==> config.mk <==
export PLATFORM = sky130hd
export DESIGN_NAME = sram_port_flat
export DESIGN_NICKNAME = d
export VERILOG_FILES = /design/src/hw/mem_bus_pkg.sv /design/src/hw/port_req_if.sv /design/src/hw/sram_port.sv /design/src/flat_wrapper.sv
export SDC_FILE = /design/constraint.sdc
export NUM_CORES = 1
export LEC_CHECK = 0
export ABC_AREA = 1
export BUFFER_PORTS_ARGS = -buffer_cell sky130_fd_sc_hd__buf_2
export CAP_MARGIN = 0
export CORE_MARGIN = 3
export CORE_UTILIZATION = 36
export DETAILED_ROUTE_END_ITERATION = 10
export PLACE_DENSITY = 0.77
export SLEW_MARGIN = 20
export SYNTH_ARGS = -nofsm -noshare
export SYNTH_HDL_FRONTEND = slang
export SYNTH_SLANG_ARGS = --single-unit
export TNS_END_PERCENT = 20
==> constraint.sdc <==
create_clock -name clk -period 2 [get_ports clk]
set_input_delay 0 -clock clk [delete_from_list [all_inputs] [get_ports clk]]
set_output_delay 0 -clock clk [all_outputs]
set_load 0.1 [all_outputs]
==> src/hw/mem_bus_pkg.sv <==
`default_nettype none

package mem_bus_pkg;

	////////////////////////////////
	// Processor bus widths
	////////////////////////////////

	localparam int ADDR_W = 18;
	localparam int DATA_W = 16;

	// Data register of the UART, at the top of the address map
	localparam logic [ADDR_W-1:0] UART_ADDR = 18'h3_ff00;

	////////////////////////////////
	// Credits and request buffer
	////////////////////////////////

	// Outstanding requests, also the buffer depth
	localparam int REQ_CREDITS = 2;
	localparam int REQ_PTR_W = 1;
	// Holds 0 to REQ_CREDITS
	localparam int REQ_CNT_W = 2;

	typedef enum logic [0:0] {
		OP_LOAD  = 1'b0,
		OP_STORE = 1'b1
	} req_op_e;

	// One buffered request, 35 bits
	typedef struct packed {
		req_op_e op;
		logic [ADDR_W-1:0] addr;
		logic [DATA_W-1:0] wdata;
	} mem_req_t;

endpackage

`default_nettype wire

==> src/hw/port_req_if.sv <==
`timescale 1ns/1ps
`default_nettype none

interface port_req_if;

	// Request side, held by the controller until done
	logic start;
	logic write;
	logic [mem_bus_pkg::ADDR_W-1:0] addr;
	logic [mem_bus_pkg::DATA_W-1:0] wdata;

	// Port status and result
	logic busy;
	logic drive;
	logic done;
	logic [mem_bus_pkg::DATA_W-1:0] rdata;
	logic err;

	modport ctrl (
		output start, write, addr, wdata,
		input busy, drive, done, rdata, err
	);

	modport port (
		input start, write, addr, wdata,
		output busy, drive, done, rdata, err
	);

endinterface

`default_nettype wire

==> src/hw/sram_port.sv <==
`timescale 1ns/1ps
`default_nettype none

module sram_port (
	input wire clk,
	input wire rst,
	port_req_if.port ctl,
	input wire [mem_bus_pkg::DATA_W-1:0] bus_rdata,
	output logic ram_en,
	output logic ram_oe,
	output logic ram_we
);

	typedef enum logic [1:0] {
		S_IDLE,
		S_ENABLE,
		S_STROBE,
		S_DONE
	} sram_state_e;

	sram_state_e state;
	logic drive_q;
	logic [mem_bus_pkg::DATA_W-1:0] rdata_q;

	// One phase per clock, strobes are active low
	always_ff @(posedge clk or negedge rst) begin
		if (!rst) begin
			state <= S_IDLE;
			ram_en <= 1'b1;
			ram_oe <= 1'b1;
			ram_we <= 1'b1;
			drive_q <= 1'b0;
		end else begin
			case (state)
				S_IDLE: if (ctl.start) begin
					ram_en <= 1'b0;
					drive_q <= ctl.write;
					state <= S_ENABLE;
				end
				S_ENABLE: begin
					if (ctl.write)
						ram_we <= 1'b0;
					else
						ram_oe <= 1'b0;
					state <= S_STROBE;
				end
				// Rising we stores the word
				S_STROBE: begin
					ram_we <= 1'b1;
					state <= S_DONE;
				end
				default: begin
					ram_en <= 1'b1;
					ram_oe <= 1'b1;
					drive_q <= 1'b0;
					state <= S_IDLE;
				end
			endcase
		end
	end

	// Read data is stable one phase after oe falls
	always_ff @(posedge clk) begin
		if (state == S_STROBE && !ctl.write)
			rdata_q <= bus_rdata;
	end

	assign ctl.busy = (state != S_IDLE);
	assign ctl.done = (state == S_DONE);
	assign ctl.drive = drive_q;
	assign ctl.rdata = rdata_q;
	assign ctl.err = 1'b0;

endmodule

`default_nettype wire

==> src/flat_wrapper.sv <==
// flat-port wrapper written by rule: the top's interface ports become plain ports
module sram_port_flat 
  (clk, rst, bus_rdata, ram_en, ram_oe, ram_we, ctl_start, ctl_write, ctl_addr, ctl_wdata, ctl_busy, ctl_drive, ctl_done, ctl_rdata, ctl_err);
  port_req_if ctl_i ();
  input wire clk;
  input wire rst;
  input wire [mem_bus_pkg::DATA_W-1:0] bus_rdata;
  output logic ram_en;
  output logic ram_oe;
  output logic ram_we;
  input wire logic [$bits(ctl_i.start)-1:0] ctl_start;
  input wire logic [$bits(ctl_i.write)-1:0] ctl_write;
  input wire logic [$bits(ctl_i.addr)-1:0] ctl_addr;
  input wire logic [$bits(ctl_i.wdata)-1:0] ctl_wdata;
  output wire logic [$bits(ctl_i.busy)-1:0] ctl_busy;
  output wire logic [$bits(ctl_i.drive)-1:0] ctl_drive;
  output wire logic [$bits(ctl_i.done)-1:0] ctl_done;
  output wire logic [$bits(ctl_i.rdata)-1:0] ctl_rdata;
  output wire logic [$bits(ctl_i.err)-1:0] ctl_err;
  assign ctl_i.start = ctl_start;
  assign ctl_i.write = ctl_write;
  assign ctl_i.addr = ctl_addr;
  assign ctl_i.wdata = ctl_wdata;
  assign ctl_busy = ctl_i.busy;
  assign ctl_drive = ctl_i.drive;
  assign ctl_done = ctl_i.done;
  assign ctl_rdata = ctl_i.rdata;
  assign ctl_err = ctl_i.err;
  sram_port u_core (.clk(clk), .rst(rst), .ctl(ctl_i), .bus_rdata(bus_rdata), .ram_en(ram_en), .ram_oe(ram_oe), .ram_we(ram_we));
endmodule
### Yosys cells after proc, flatten, opt, wreduce, memory -nomap -nowiden

Cells that the tools add are included.

* register bits: 22
* bits in latches: 0
* bits in writable memories: 0
* memory bits (read-only): 0
* output and inout bits: 23
* logic and storage cells: 34
* memories: 0

* add/sub/neg operators: 0
* multiply operators: 0
* divide/modulo/power cells: 0
* magnitude comparators: 0
* equal/unequal tests: 6
* shift-type cells: 0
* mux-type cells: 10
* bitwise operators: 2
* reduce and logical (&&, ||, !) cells: 10

Operators by type and width (number)
* one-hot mux 1 bit (2 select lines): 4
* inequality test 2 bit, second input constant: 3
* one-hot mux 2 bit (3 select lines): 1
* AND reduction 2 bit: 3
* equality test 2 bit, second input constant: 2
* two-way mux 1 bit: 4
* nonzero test 2 bit: 2
* OR reduction 2 bit: 2
* equality test 2 x 1 -> 1 bit, second input constant: 1
* logical NOT 2 bit: 1
* two-way mux 2 bit: 1
* NOT 1 bit: 2
* logical AND 1 bit: 1
* logical NOT 1 bit: 1

### Logic depth before layout (Yosys ltp)

* word-level depth: 4
* depth in mapped cells: 6
* mapped depth without buffers: 6

### Worst setup path before layout

Ideal clock, no wire load.

* path kind: register to register
* start: register u_core.state[0]
* end: register u_core.rdata_q, in the netlist u_core.ctl.rdata[0] (enable)
* data arrival time: 1422 ps
* required time: 1611 ps
* slack: 189 ps
* stages on the path, launching flop included: 5
* buffers on the path: 0
* period minus slack after synthesis: 1811 ps
* path through: dfrtp_1 -> inv_1 -> ha_1 -> inv_1 -> nor2_1

* word-level cells in the longest chain between the ends: 2

Ends and longest elaborated chain
* start: declaration: line sram_port.sv:21 `sram_state_e state;`
* start signal: assignment: line sram_port.sv:28 `state <= S_IDLE;`
* start signal: assignment: line sram_port.sv:38 `state <= S_ENABLE;`
* start signal: assignment: line sram_port.sv:45 `state <= S_STROBE;`
* equality test 2 bit: line sram_port.sv:64 `if (state == S_STROBE && !ctl.write)`
* logical AND 1 bit: line sram_port.sv:64
* end signal: assignment: line sram_port.sv:65 `rdata_q <= bus_rdata;`
* end: declaration: line sram_port.sv:23 `logic [mem_bus_pkg::DATA_W-1:0] rdata_q;`

Every way passes these cells.
A chain may end at the register's enable or synchronous reset.

### Worst setup path after layout

* start: register u_core.state[0]
* end: register u_core.drive_q, in the netlist u_core.ctl.drive

* word-level cells in the longest chain between the ends: 4

Ends and longest elaborated chain
* equality test 2 x 1 -> 1 bit or equality test 2 bit (tied branches): line sram_port.sv:34 `case (state)`
* OR reduction 2 bit (no source line)
* NOT 1 bit (no source line)
* AND reduction 2 bit (no source line)
* end signal: assignment: line sram_port.sv:37 `drive_q <= ctl.write;`
* end: declaration: line sram_port.sv:22 `logic drive_q;`

Parallel ways exist; a longest one is shown, timed or not.

==> results.sh <==
export IMPL_cts_tree="done"
export IMPL_ys_warnings_count=0
export IMPL_fin_crit_sh_pct=87.1
export IMPL_die_x_microns=54.9
export IMPL_dp_hpwl_microns=1240
export IMPL_cp_cell_sequence="inv_1, ha_1, inv_1, nand4_1, dlygate4sd3_1, nand2_1"
export IMPL_grt_max_degree=17
export IMPL_start_util_pct=38.5
export IMPL_first_iter_violations=9
export IMPL_final_nets=190
export IMPL_cp_common_cell="inv_1"
export IMPL_layout_commonest_cell="buf_2"
export IMPL_grt_pass1_vias=628
export IMPL_cp_top_family="buffers and inverters"
export IMPL_finalSetupViolations=0
export IMPL_fmax_ghz=0.574
export IMPL_maxCapViolations=0
export IMPL_core_sq_um=2230
export IMPL_synth_area_leaders="edfxtp_1 56%, dfstp_2 9.2%, dfrtp_1 8.7%, ha_1 8.7%, nand2_1 7.0%"
export IMPL_crit_required_ps=2240
export IMPL_swShare_pct=56.4
export IMPL_drc_errors=0
export IMPL_dieArea_sq_um=3010
export IMPL_path_max_fanout=6
export IMPL_synth_top_area_share_pct=55.9
export IMPL_synth_seq_area_share_pct=73.8
export IMPL_p_clk_share_pct=9.0
export IMPL_final_layout_size_suffix_gt1_share_pct=38.0
export IMPL_utilization_pct=59.4
export IMPL_insertion_delay_ps=290
export IMPL_reg2reg_slack_ps=260
export IMPL_path_buf_inv=3
export IMPL_placementRows=17
export IMPL_areaGrowthSynthToFinish_pct=54.3
export IMPL_grt_pass1_wl_microns=2640
export IMPL_cp_data_arrival_time_ps=1990
export IMPL_routed_via_count=667
export IMPL_synth_seq_cells=22
export IMPL_io_buffers=41
export IMPL_ant_nets=0
export IMPL_rsz0062_at_grt="no"
export IMPL_drt_total_wl_microns=1780
export IMPL_fin_worst_skew_ps=9.63
export IMPL_power_leakage_nw=0.630
export IMPL_worst_r2r_startpoint="u_core.state[0]"
export IMPL_yosysUniqueCellTypes=14
export IMPL_ioPinCount=77
export IMPL_first_pass_iters=4
export IMPL_finalCriticalPeriod_ps=1740
export IMPL_hp_class="input port to async pin"
export IMPL_intPower_mw=0.954
export IMPL_antenna_found_initial=0
export IMPL_cp_start_kind="flop"
export IMPL_combPwrFrac_pct=59.0
export IMPL_nFillCells=191
export IMPL_drv_slew=0
export IMPL_grt_overflow_total=0
export IMPL_track_usage_pct=12.6
export IMPL_antenna_cells=0
export IMPL_cts_resized=0
export IMPL_syn_inst=64
export IMPL_gp_congestion=0.725
export IMPL_synth_top_area_cell="edfxtp_1"
export IMPL_clk_path_buf_depth=2
export IMPL_layout_common_cells="41 x buf_2, 20 x dlygate4sd3_1, 16 x nand2_1, 16 x edfxtp_1, 9 x inv_1"
export IMPL_cts_num_sinks=22
export IMPL_seqPwrFrac_pct=32.0
export IMPL_clk_pin_slew_worst_paths_ps=120
export IMPL_timing_hold_violations_final=0
export IMPL_critPathKind="flop to flop"
export IMPL_r2r_cells=6
export IMPL_vdd_drop_max_uv=1010
export IMPL_outcome="finished, final reports clean"
export IMPL_tns_ps=0
export IMPL_r2r_end="u_core.ctl.drive"
export IMPL_cts_max_level=1
export IMPL_max_stage_delay_ps=570
export IMPL_p_switching_mw=1.23
export IMPL_wl_per_cell_microns=11.3
export IMPL_synth_avg_cell_area_sq_um=13.4
export IMPL_end_kind="flop"
export IMPL_syn_num_nets=124
export IMPL_critPathSlowestCell="dlygate4sd3_1"
export IMPL_routed_via_density=4.25
export IMPL_cts_buffers=3
export IMPL_die_h_microns=54.9
export IMPL_netlist_area_sq_um=860
export IMPL_cp_num_cells=6
export IMPL_powerDensity_nw_per_um2=1650
export IMPL_cts_root_buf="clkbuf_4"
power by group through the flow:
stage	Sequential (mW)	Combinational (mW)	Clock (mW)
global route	0.714	1.38	0.236
detailed placement	0.713	1.26	0
global placement	0.709	1.25	0
CTS	0.703	1.30	0.207
finish	0.701	1.29	0.196
floorplan	1.34	0.455	0
through the flow:
stage / area, sq um / power, mW / setup WS, ps / instances / hold WS [ps]
4_1_cts: 1330 / 2.21 / 281 / 157 / 37.6
3_3_place_gp: 1100 / 1.96 / 589 / 133 / -170
2_1_floorplan: 860 / 1.80 / 189 / 64 / -296
6_report: 1330 / 2.19 / 257 / 157 / 42.3
5_1_grt: 1330 / 2.33 / 130 / 157 / 37.8
3_5_place_dp: 1100 / 1.98 / 575 / 133 / -160
worst max path at each step:
stage                           endpoint             from  slack [ps]
detailed placement  u_core.ctl.rdata[15]  u_core.state[0]         580
CTS                     u_core.ctl.drive  u_core.state[0]         280
floorplan            u_core.ctl.rdata[0]  u_core.state[0]         190
finish                  u_core.ctl.drive  u_core.state[0]         260
global route            u_core.ctl.drive  u_core.state[0]         130
global placement     u_core.ctl.rdata[1]  u_core.state[0]         590
cell type report:
class / count / area, sq um / area share, %
clock buffers: 4 / 26.3 / 1.98
multi-input cells: 32 / 184 / 13.9
inverters: 9 / 33.8 / 2.55
flip-flops and latches: 22 / 634 / 47.8
repair buffers: 62 / 413 / 31.1
well taps: 28 / 35.0 / 2.64
synthesized netlist by cell type (all sizes together):
cell type  number
buf             1
conb            1
dfrtp           3
dfstp           3
edfxtp         16
ha              6
inv             9
nand2          17
nand3           3
nand4           1
nor2            2
o21ai           2
repair_timing:
item	in CTS	in global routing
hold buffers	20	0
buffers inserted	0	0
endpoints found under the hold margin	25	0
per-layer routing:
layer	share of wire, %	track usage (%)	routed length, microns	up-vias
met3	10	3.27	177	0
li1	-	-	-	339
met1	38	12.6	671	293
met2	52	24.8	928	35
met4	0	3.73	0	0
met5	0	0	0	-
registers in the layout, indices dropped and copies added, names as in the netlist:
name              flops
u_core.ram_en         1
u_core.ram_oe         1
u_core.ram_we         1
u_core.ctl.rdata     16
u_core.ctl.drive      1
u_core.state          2
cell families after synthesis:
family          Yosys count  share of synthesized area [%]
compound gates            2                           1.16
other cells               1                          0.436
flops                    22                           73.8
simple gates             23                           11.1
fa+ha+maj                 6                           8.73
buf+inv                  10                           4.80
worst register-to-register path: stages (launching register included):
cell and delay [ps]:
dfrtp_1 470, inv_1 100, ha_1 310, inv_1 90, nand4_1 80, dlygate4sd3_1 570
nand2_1 70
Power figures use the tool's default switching activity.
