[src/hw/mem_bus_pkg.sv]
`default_nettype none

package mem_bus_pkg;

	////////////////////////////////
	// Processor bus widths
	////////////////////////////////

	localparam int ADDR_W = 18;
	localparam int DATA_W = 16;

	// Data register of the UART, at the top of the address map
	localparam logic [ADDR_W-1:0] UART_ADDR = 18'h3_ff00;

	////////////////////////////////
	// Credits and request buffer
	////////////////////////////////

	// Outstanding requests, also the buffer depth
	localparam int REQ_CREDITS = 2;
	localparam int REQ_PTR_W = 1;
	// Holds 0 to REQ_CREDITS
	localparam int REQ_CNT_W = 2;

	typedef enum logic [0:0] {
		OP_LOAD  = 1'b0,
		OP_STORE = 1'b1
	} req_op_e;

	// One buffered request, 35 bits
	typedef struct packed {
		req_op_e op;
		logic [ADDR_W-1:0] addr;
		logic [DATA_W-1:0] wdata;
	} mem_req_t;

endpackage

`default_nettype wire

[src/hw/uart_pkg.sv]
`default_nettype none

package uart_pkg;

	// Receive queue
	localparam int RXQ_DEPTH = 16;
	localparam int RXQ_PTR_W = 4;
	localparam int RX_BYTE_W = 8;

	// Transmit gives up after this many cycles without tbre/tsre
	localparam int TX_WAIT_LIMIT = 64;
	localparam int TX_WAIT_W = 6;

	typedef enum logic [3:0] {
		IDLE,
		RX_STROBE,
		RX_CAPTURE,
		TX_DRIVE,
		TX_STROBE,
		TX_WAIT_TBRE,
		TX_WAIT_TSRE,
		POP
	} uart_state_e;

endpackage

`default_nettype wire

[src/hw/port_req_if.sv]
`timescale 1ns/1ps
`default_nettype none

interface port_req_if;

	// Request side, held by the controller until done
	logic start;
	logic write;
	logic [mem_bus_pkg::ADDR_W-1:0] addr;
	logic [mem_bus_pkg::DATA_W-1:0] wdata;

	// Port status and result
	logic busy;
	logic drive;
	logic done;
	logic [mem_bus_pkg::DATA_W-1:0] rdata;
	logic err;

	modport ctrl (
		output start, write, addr, wdata,
		input busy, drive, done, rdata, err
	);

	modport port (
		input start, write, addr, wdata,
		output busy, drive, done, rdata, err
	);

endinterface

`default_nettype wire

[src/hw/uart_port.sv]
`timescale 1ns/1ps
`default_nettype none

module uart_port (
	input wire clk,
	input wire rst,
	port_req_if.port ctl,
	input wire sram_busy,
	input wire [mem_bus_pkg::DATA_W-1:0] bus_rdata,
	input wire data_ready,
	input wire tbre,
	input wire tsre,
	output logic rdn,
	output logic wrn
);

	localparam int PAD_W = mem_bus_pkg::DATA_W - uart_pkg::RX_BYTE_W;

	uart_pkg::uart_state_e state;

	logic [uart_pkg::RX_BYTE_W-1:0] rxq [uart_pkg::RXQ_DEPTH];
	logic [uart_pkg::RXQ_PTR_W-1:0] rx_head;
	logic [uart_pkg::RXQ_PTR_W-1:0] rx_tail;
	logic [uart_pkg::RXQ_PTR_W:0] rx_count;
	logic rx_full;
	logic rx_empty;
	logic rx_push;
	logic rx_pop;

	logic [uart_pkg::TX_WAIT_W-1:0] wait_cnt;
	logic wait_over;
	logic tx_fail;
	logic tx_end;

	logic drive_q;
	logic done_q;
	logic [mem_bus_pkg::DATA_W-1:0] rdata_q;
	logic err_q;

	assign rx_full = (int'(rx_count) == uart_pkg::RXQ_DEPTH);
	assign rx_empty = (rx_count == '0);
	// Byte is lost when the queue is full
	assign rx_push = (state == uart_pkg::RX_CAPTURE) && !rx_full;
	assign rx_pop = (state == uart_pkg::POP) && !rx_empty;

	// One counter covers both the tbre and the tsre wait
	assign wait_over = (int'(wait_cnt) == uart_pkg::TX_WAIT_LIMIT - 1);
	assign tx_fail = wait_over &&
		((state == uart_pkg::TX_WAIT_TBRE && !tbre) ||
		(state == uart_pkg::TX_WAIT_TSRE && !tsre));
	assign tx_end = tx_fail || (state == uart_pkg::TX_WAIT_TSRE && tsre);

	//////////////////////////////
	// Port FSM
	//////////////////////////////

	always_ff @(posedge clk or negedge rst) begin
		if (!rst) begin
			state <= uart_pkg::IDLE;
			rdn <= 1'b1;
			wrn <= 1'b1;
			drive_q <= 1'b0;
			done_q <= 1'b0;
			wait_cnt <= '0;
			rx_head <= '0;
			rx_tail <= '0;
			rx_count <= '0;
		end else begin
			done_q <= 1'b0;
			case (state)
				// A dispatched request wins over a pending receive
				uart_pkg::IDLE: if (ctl.start) begin
					drive_q <= ctl.write;
					state <= ctl.write ? uart_pkg::TX_DRIVE : uart_pkg::POP;
				end else if (data_ready && !sram_busy) begin
					rdn <= 1'b0;
					state <= uart_pkg::RX_STROBE;
				end
				uart_pkg::RX_STROBE: state <= uart_pkg::RX_CAPTURE;
				uart_pkg::RX_CAPTURE: begin
					rdn <= 1'b1;
					if (rx_push) begin
						rx_tail <= rx_tail + 1'b1;
						rx_count <= rx_count + 1'b1;
					end
					state <= uart_pkg::IDLE;
				end
				uart_pkg::TX_DRIVE: begin
					wrn <= 1'b0;
					state <= uart_pkg::TX_STROBE;
				end
				uart_pkg::TX_STROBE: begin
					wrn <= 1'b1;
					wait_cnt <= '0;
					state <= uart_pkg::TX_WAIT_TBRE;
				end
				uart_pkg::TX_WAIT_TBRE, uart_pkg::TX_WAIT_TSRE: if (tx_end) begin
					drive_q <= 1'b0;
					done_q <= 1'b1;
					state <= uart_pkg::IDLE;
				end else if (state == uart_pkg::TX_WAIT_TBRE && tbre) begin
					state <= uart_pkg::TX_WAIT_TSRE;
				end else begin
					wait_cnt <= wait_cnt + 1'b1;
				end
				uart_pkg::POP: begin
					if (rx_pop) begin
						rx_head <= rx_head + 1'b1;
						rx_count <= rx_count - 1'b1;
					end
					done_q <= 1'b1;
					state <= uart_pkg::IDLE;
				end
				default: state <= uart_pkg::IDLE;
			endcase
		end
	end

	//////////////////////////////
	// Queue storage and result
	//////////////////////////////

	always_ff @(posedge clk) begin
		if (rx_push)
			rxq[rx_tail] <= bus_rdata[uart_pkg::RX_BYTE_W-1:0];
	end

	// Empty queue gives zero with err
	always_ff @(posedge clk) begin
		if (state == uart_pkg::POP) begin
			rdata_q <= rx_empty ? '0 : {{PAD_W{1'b0}}, rxq[rx_head]};
			err_q <= rx_empty;
		end else if (tx_end) begin
			rdata_q <= '0;
			err_q <= tx_fail;
		end
	end

	// Busy already in the cycle that decides on a capture
	assign ctl.busy = (state != uart_pkg::IDLE) || (data_ready && !sram_busy);
	assign ctl.drive = drive_q;
	assign ctl.done = done_q;
	assign ctl.rdata = rdata_q;
	assign ctl.err = err_q;

endmodule

`default_nettype wire

[src/flat_wrapper.sv]
// flat-port wrapper written by rule: the top's interface ports become plain ports
module uart_port_flat 
  (clk, rst, sram_busy, bus_rdata, data_ready, tbre, tsre, rdn, wrn, ctl_start, ctl_write, ctl_addr, ctl_wdata, ctl_busy, ctl_drive, ctl_done, ctl_rdata, ctl_err);
  port_req_if ctl_i ();
  input wire clk;
  input wire rst;
  input wire sram_busy;
  input wire [mem_bus_pkg::DATA_W-1:0] bus_rdata;
  input wire data_ready;
  input wire tbre;
  input wire tsre;
  output logic rdn;
  output logic wrn;
  input wire logic [$bits(ctl_i.start)-1:0] ctl_start;
  input wire logic [$bits(ctl_i.write)-1:0] ctl_write;
  input wire logic [$bits(ctl_i.addr)-1:0] ctl_addr;
  input wire logic [$bits(ctl_i.wdata)-1:0] ctl_wdata;
  output wire logic [$bits(ctl_i.busy)-1:0] ctl_busy;
  output wire logic [$bits(ctl_i.drive)-1:0] ctl_drive;
  output wire logic [$bits(ctl_i.done)-1:0] ctl_done;
  output wire logic [$bits(ctl_i.rdata)-1:0] ctl_rdata;
  output wire logic [$bits(ctl_i.err)-1:0] ctl_err;
  assign ctl_i.start = ctl_start;
  assign ctl_i.write = ctl_write;
  assign ctl_i.addr = ctl_addr;
  assign ctl_i.wdata = ctl_wdata;
  assign ctl_busy = ctl_i.busy;
  assign ctl_drive = ctl_i.drive;
  assign ctl_done = ctl_i.done;
  assign ctl_rdata = ctl_i.rdata;
  assign ctl_err = ctl_i.err;
  uart_port u_core (.clk(clk), .rst(rst), .ctl(ctl_i), .sram_busy(sram_busy), .bus_rdata(bus_rdata), .data_ready(data_ready), .tbre(tbre), .tsre(tsre), .rdn(rdn), .wrn(wrn));
endmodule
[config.mk]
export PLATFORM = sky130hd
export DESIGN_NAME = uart_port_flat
export DESIGN_NICKNAME = d
export VERILOG_FILES = /design/src/hw/mem_bus_pkg.sv /design/src/hw/uart_pkg.sv /design/src/hw/port_req_if.sv /design/src/hw/uart_port.sv /design/src/flat_wrapper.sv
export SDC_FILE = /design/constraint.sdc
export NUM_CORES = 1
export LEC_CHECK = 0
export BUFFER_PORTS_ARGS = -buffer_cell sky130_fd_sc_hd__buf_2
export CAP_MARGIN = 10
export CORE_ASPECT_RATIO = 1.25
export CORE_MARGIN = 10
export CORE_UTILIZATION = 45
export CTS_BUF_LIST = sky130_fd_sc_hd__clkbuf_16
export CTS_CLUSTER_SIZE = 20
export DETAILED_ROUTE_END_ITERATION = 8
export GPL_ROUTABILITY_DRIVEN = 0
export PLACE_DENSITY = 0.6
export SLEW_MARGIN = 20
export SYNTH_ARGS = -nofsm -noshare
export SYNTH_HDL_FRONTEND = slang
export SYNTH_SLANG_ARGS = --single-unit
[constraint.sdc]
create_clock -name clk -period 4.8 [get_ports clk]
set_input_delay 0 -clock clk [delete_from_list [all_inputs] [get_ports clk]]
set_output_delay 0 -clock clk [all_outputs]
set_load 0.05 [all_outputs]
* Word level (Yosys, flattened, before mapping) *
Memory sizes are Yosys's and may differ from the RTL's.
Index checks and enable logic that the tools add are counted.

cells by class
  add/sub/neg operators = 5
  equal/unequal tests = 19
  multiplexer cells = 28
  reductions and logical operators = 33

operators by type and width
  operator             count
  $mux 16              2
  $pmux 4 s5           1
  $eq 4x3->1 const B   4
  $mux 4               4
  $mux 6               2
  $pmux 6 s2           1
  $reduce_and 3->1     4
  $reduce_bool 2->1    6
  $mux 5               2
  $pmux 5 s2           1
  $mux 1               9
  $add 4x1->4 const B  2
  $eq 4x2->1 const B   2
  $logic_and 1x1->1    8
  $mux 8               1
  $ne 2x1->1 const B   4
  $ne 2x2->1 const B   4
  $pmux 1 s2           4
  $add 6x1->6 const B  1
  $eq 6x1->1 const B   1
  $reduce_and 2->1     3
  $add 5x1->5 const B  1
  $eq 5x5->1 const B   1
  $logic_not 1->1      5
  10 further kinds     12

storage, ports and cells
  register bits = 44
  bits in writable memories = 128
  bits of input ports = 58
  output and inout port bits = 22
  word-level logic and storage cells = 97
  memories = 1

memories
  memory      depth  bits a word  rd ports  clocked after Yosys merged registers in  write ports  line             source
  u_core.rxq  16     8            1         0                                        1            uart_port.sv:21  logic [uart_pkg::RX_BYTE_W-1:0] rxq [uart_pkg::RXQ_DEPTH];

* Logic depth before layout (Yosys ltp) *
  depth in word-level cells = 7
  mapped depth = 8
  gate-level depth less buffers = 7

* Worst setup path before layout *
OpenSTA, ideal clock, no wires.

  path kind = register to register
  start point = register u_core.state[0]
  end point = memory u_core.rxq[3][0] (netlist bit) (enable)
  setup time = 383 ps
  arrival = 1924 ps
  data required time = 4417 ps
  slack = 2492 ps
  stages on the path, launching flop included = 6
  path buffers = 1
  path through = dfrtp_1 buf_2 or3b_4 a21oi_4 nand2_1 nor3_1

on the way
  word-level cells in the longest chain between the ends = 4

ends and longest elaborated chain
  item                          line              source
  from (decl)                   uart_port.sv:19   uart_pkg::uart_state_e state;
  from (signal assigned)        uart_port.sv:59   state <= uart_pkg::IDLE;
  from (signal assigned)        uart_port.sv:74   state <= ctl.write ? uart_pkg::TX_DRIVE : uart_pkg::POP;
  from (signal assigned)        uart_port.sv:77   state <= uart_pkg::RX_STROBE;
  $eq 4x2->1                    uart_port.sv:43   assign rx_push = (state == uart_pkg::RX_CAPTURE) && !rx_full;
  $logic_and 1x1->1             uart_port.sv:43
  $mux 1                        uart_port.sv:124  if (rx_push)
  $mux 1 (not written as such)  uart_port.sv:125  rxq[rx_tail] <= bus_rdata[uart_pkg::RX_BYTE_W-1:0];
  to (decl)                     uart_port.sv:21

No other way between the ends.

* Worst setup path after layout *
  start point = register u_core.state[1]
  end point = memory u_core.rxq[5][0] (netlist bit) (enable)

Same word-level chain as after synthesis.

==> results_dict.tcl <==
set metrics [dict create \
    area_delta_synth_final_pct 15.6 \
    antenna_found_initial 0 \
    hold_viol_final 0 \
    drt_wl_total_um 12600 \
    synth-edff-count 137 \
    r2r_cells 4 \
    slowest_delay_ps 750 \
    fill_cells 1206 \
    dpl-instance-area_um2 7150 \
    drv_cap 0 \
    path_class "reg2reg" \
    die_y_um 158 \
    cts_sinks 163 \
    dpl.hpwl_um 8510 \
    start_util_pct 45.8 \
    dieArea_um2 20600 \
    grt-busiest-layer "met2" \
    yosysSeqAreaShare_pct 69.6 \
    via_per_inst 5.53 \
    rows 50 \
    power_density_nw_per_um2 572 \
    dp.cells 598 \
    hold_end "u_core.state[1]$_DFFE_PN0P_" \
    grt-ovfl-total 0 \
    cts_buffer_depth 2 \
    pin_count 80 \
    worstPathRequired_ps 4840 \
    cts_buffers 17 \
    fin_skew_ps 13.4 \
    grt_max_degree 27 \
    first_global_vias 3817 \
    hp-start "tsre" \
    ys_warn_count 0 \
    fin_crit_ps 2770 \
    multi_input_area_um2 1910 \
    slowest_stage "nor2_1" \
    use_met2_pct 22.6 \
    reg2reg_to "u_core.rxq[5][0]$_DFFE_PP_" \
    grt_use_met3_pct 3.55 \
    regArea_um2 4770 \
    num_vias 3563 \
    grt_pass1_wl_um 20500 \
    avgSynthCellArea_um2 17.1 \
    fmax_mhz 362 \
    drt_first_pass_iters 4 \
    finalSetupViolations 0 \
    peakVddDrop_mv 0.293 \
    hold_path.class "in2reg" \
    clk_latency_ps 430 \
    critPathBufInv 0 \
    whs_path_depth 3 \
    startpoint_type "flip-flop" \
    synthDistinctLibCells 50 \
    use_met1_pct 15.3 \
    rsz0062_at_grt "false" \
    r2r_setup_slack_ps 2030 \
    synthCells 400 \
    routedWlPerCell_um 19.6 \
    path_max_fanout 17 \
    r2r-start "u_core.state[1]$_DFFE_PN0P_" \
    fin_util_pct 52.9 \
    io_buffers 29 \
    outcome "finished, final reports clean" \
    ant_nets 0 \
    slew_viol_final 0 \
    root_buffer "clkbuf_16" \
    post-route-period-util_pct 57.6 \
    power_leakage_nw 2.77 \
    diodes 0 \
    tightest_slew_ps 1080 \
    crit_chain "or3b_4, a21oi_4, nand2_1, nor2_1" \
    finalSetupTns_ps 0 \
    async_reset_ff_share_pct 16.0 \
    die_w_um 130 \
    cts.htree.levels 4 \
    core_um2 15000 \
    cp_data_arrival_time_ps 2800 \
    ys_ff_latch 163 \
    crit_family "simple AND/OR/NAND/NOR gates" \
    cts.repair.resized 0 \
    path_clk_slew_ps 60 \
    drive_above_1_share_pct 23.8 \
    netlist_area_um2 6850 \
    end_kind "flip-flop" \
    ys.flop_type "edfxtp_1" \
    dr.first_iter.drc_count 182 \
    design_area_um2 7910 \
    post_cts_buffers 0 \
    tritoncts "built" \
    drc 0 \
    fin_nets 518 \
    track_usage_pct 13.2 \
    fin_cells 644 \
    relSlewSlack_pct 28.1 \
]
## metal layers
layer,vias to the layer above,share of wire (%)
met5,-,0
met1,1820,42
met3,18,4.0
met2,77,53
met4,0,1.4
li1,1648,-
## power by group
part,total (mW),switching (mW),internal [mW]
registers,1.95,0.259,1.69
clock network,1.39,0.530,0.863
logic,1.19,0.618,0.568
total,4.52,1.41,3.12
## synth_stat cells (all sizes together), types with 6 or more instances
library cell	instances	area [um2]
buf	22	129
edfxtp	137	4110
dfrtp	24	601
nor2	20	82.6
mux2i	20	200
inv	14	52.6
nand2	20	75.1
nand2b	7	43.8
ha	9	113
nand3	6	30.0
xnor2	8	70.1
o21ai	7	35.0
a21oi	10	65.1
o22ai	10	62.6
mux4	32	721
nor3	8	40.0
## cell type report
class | instances | share of cell area [%]
Sequential cell | 163 | 60.3
Inverter | 14 | 0.664
Clock inverter | 14 | 2.36
Tap cell | 182 | 2.88
Timing Repair Buffer | 50 | 4.30
Clock buffer | 17 | 5.38
Multi-Input combinational cell | 204 | 24.2
## logic make-up after synthesis
logic type      count (synthesis)  share of synthesized area, %
flops                         163                          69.6
simple gates                   76                          5.65
mux                            55                          14.1
compound gates                 46                          4.64
buf+inv                        40                          2.87
fa+ha+maj                      10                          1.94
xor+xnor                        9                          1.15
other cells                     1                        0.0548
## worst max-delay path by stage
stage,start,endpoint,slack (ps),depth (start not counted)
2_1_floorplan,u_core.state[0]$_DFFE_PN0P_,u_core.rxq[3][0]$_DFFE_PP_,2490,5
3_3_place_gp,u_core.state[1]$_DFFE_PN0P_,u_core.rxq[5][7]$_DFFE_PP_,2080,4
3_5_place_dp,u_core.state[1]$_DFFE_PN0P_,u_core.rxq[5][7]$_DFFE_PP_,2010,4
4_1_cts,u_core.state[1]$_DFFE_PN0P_,u_core.rxq[5][2]$_DFFE_PP_,2000,4
5_1_grt,u_core.state[1]$_DFFE_PN0P_,u_core.rxq[5][0]$_DFFE_PP_,1830,4
6_report,u_core.state[1]$_DFFE_PN0P_,u_core.rxq[5][0]$_DFFE_PP_,2030,4
## worst reg2reg max path: cells and delay by family (launching register included)
kind	cells	cell delay [ps]
compound gates	1	300
flops	1	660
simple gates	3	1420
## placed cells by master, fill, tap and decap left out, types with 3 or more instances in the layout
| master | instances |
|---|---|
| mux4_2 | 32 |
| nand2_1 | 20 |
| xnor2_1 | 8 |
| nand4_1 | 3 |
| nand3_1 | 6 |
| mux2i_1 | 20 |
| clkbuf_16 | 17 |
| buf_2 | 29 |
| clkinvlp_4 | 4 |
| clkinv_2 | 3 |
| ha_1 | 9 |
| nand2b_1 | 7 |
| dfrtp_1 | 23 |
| inv_1 | 14 |
| a21oi_1 | 8 |
| and3_1 | 3 |
| buf_4 | 6 |
| nor3_1 | 7 |
| o31ai_1 | 3 |
| or3_1 | 3 |
| nor2_1 | 19 |
| conb_1 | 8 |
| bufinv_16 | 4 |
| dlygate4sd3_1 | 15 |
| o21ai_0 | 7 |
| edfxtp_1 | 137 |
| o22ai_1 | 10 |
## sequential cells by signal (all words and copies together) (netlist names)
signal	count
u_core.ctl.done	1
u_core.rx_head	4
u_core.ctl.err	1
u_core.ctl.drive	1
u_core.state	3
u_core.rx_count	5
u_core.rdn	1
u_core.wait_cnt	6
u_core.rxq	128
u_core.rx_tail	4
u_core.wrn	1
u_core.ctl.rdata	8
## repair_timing
item,in CTS,in global routing
hold buffers,15,0
endpoints found under the setup margin,0,0
hold endpoints to repair,159,0
## per-stage QoR
| stage | hold WS [ps] | setup WS, ps | total power, mW |
|---|---|---|---|
| after detailed placement | 62.2 | 2010 | 3.15 |
| after global routing | 46.4 | 1830 | 4.76 |
| after CTS | 17.4 | 2000 | 4.57 |
| final | 45.2 | 2030 | 4.52 |
| after floorplan | -296 | 2490 | 2.87 |
| after global placement | 48.6 | 2080 | 3.11 |
(Power assumes the default switching activity.)
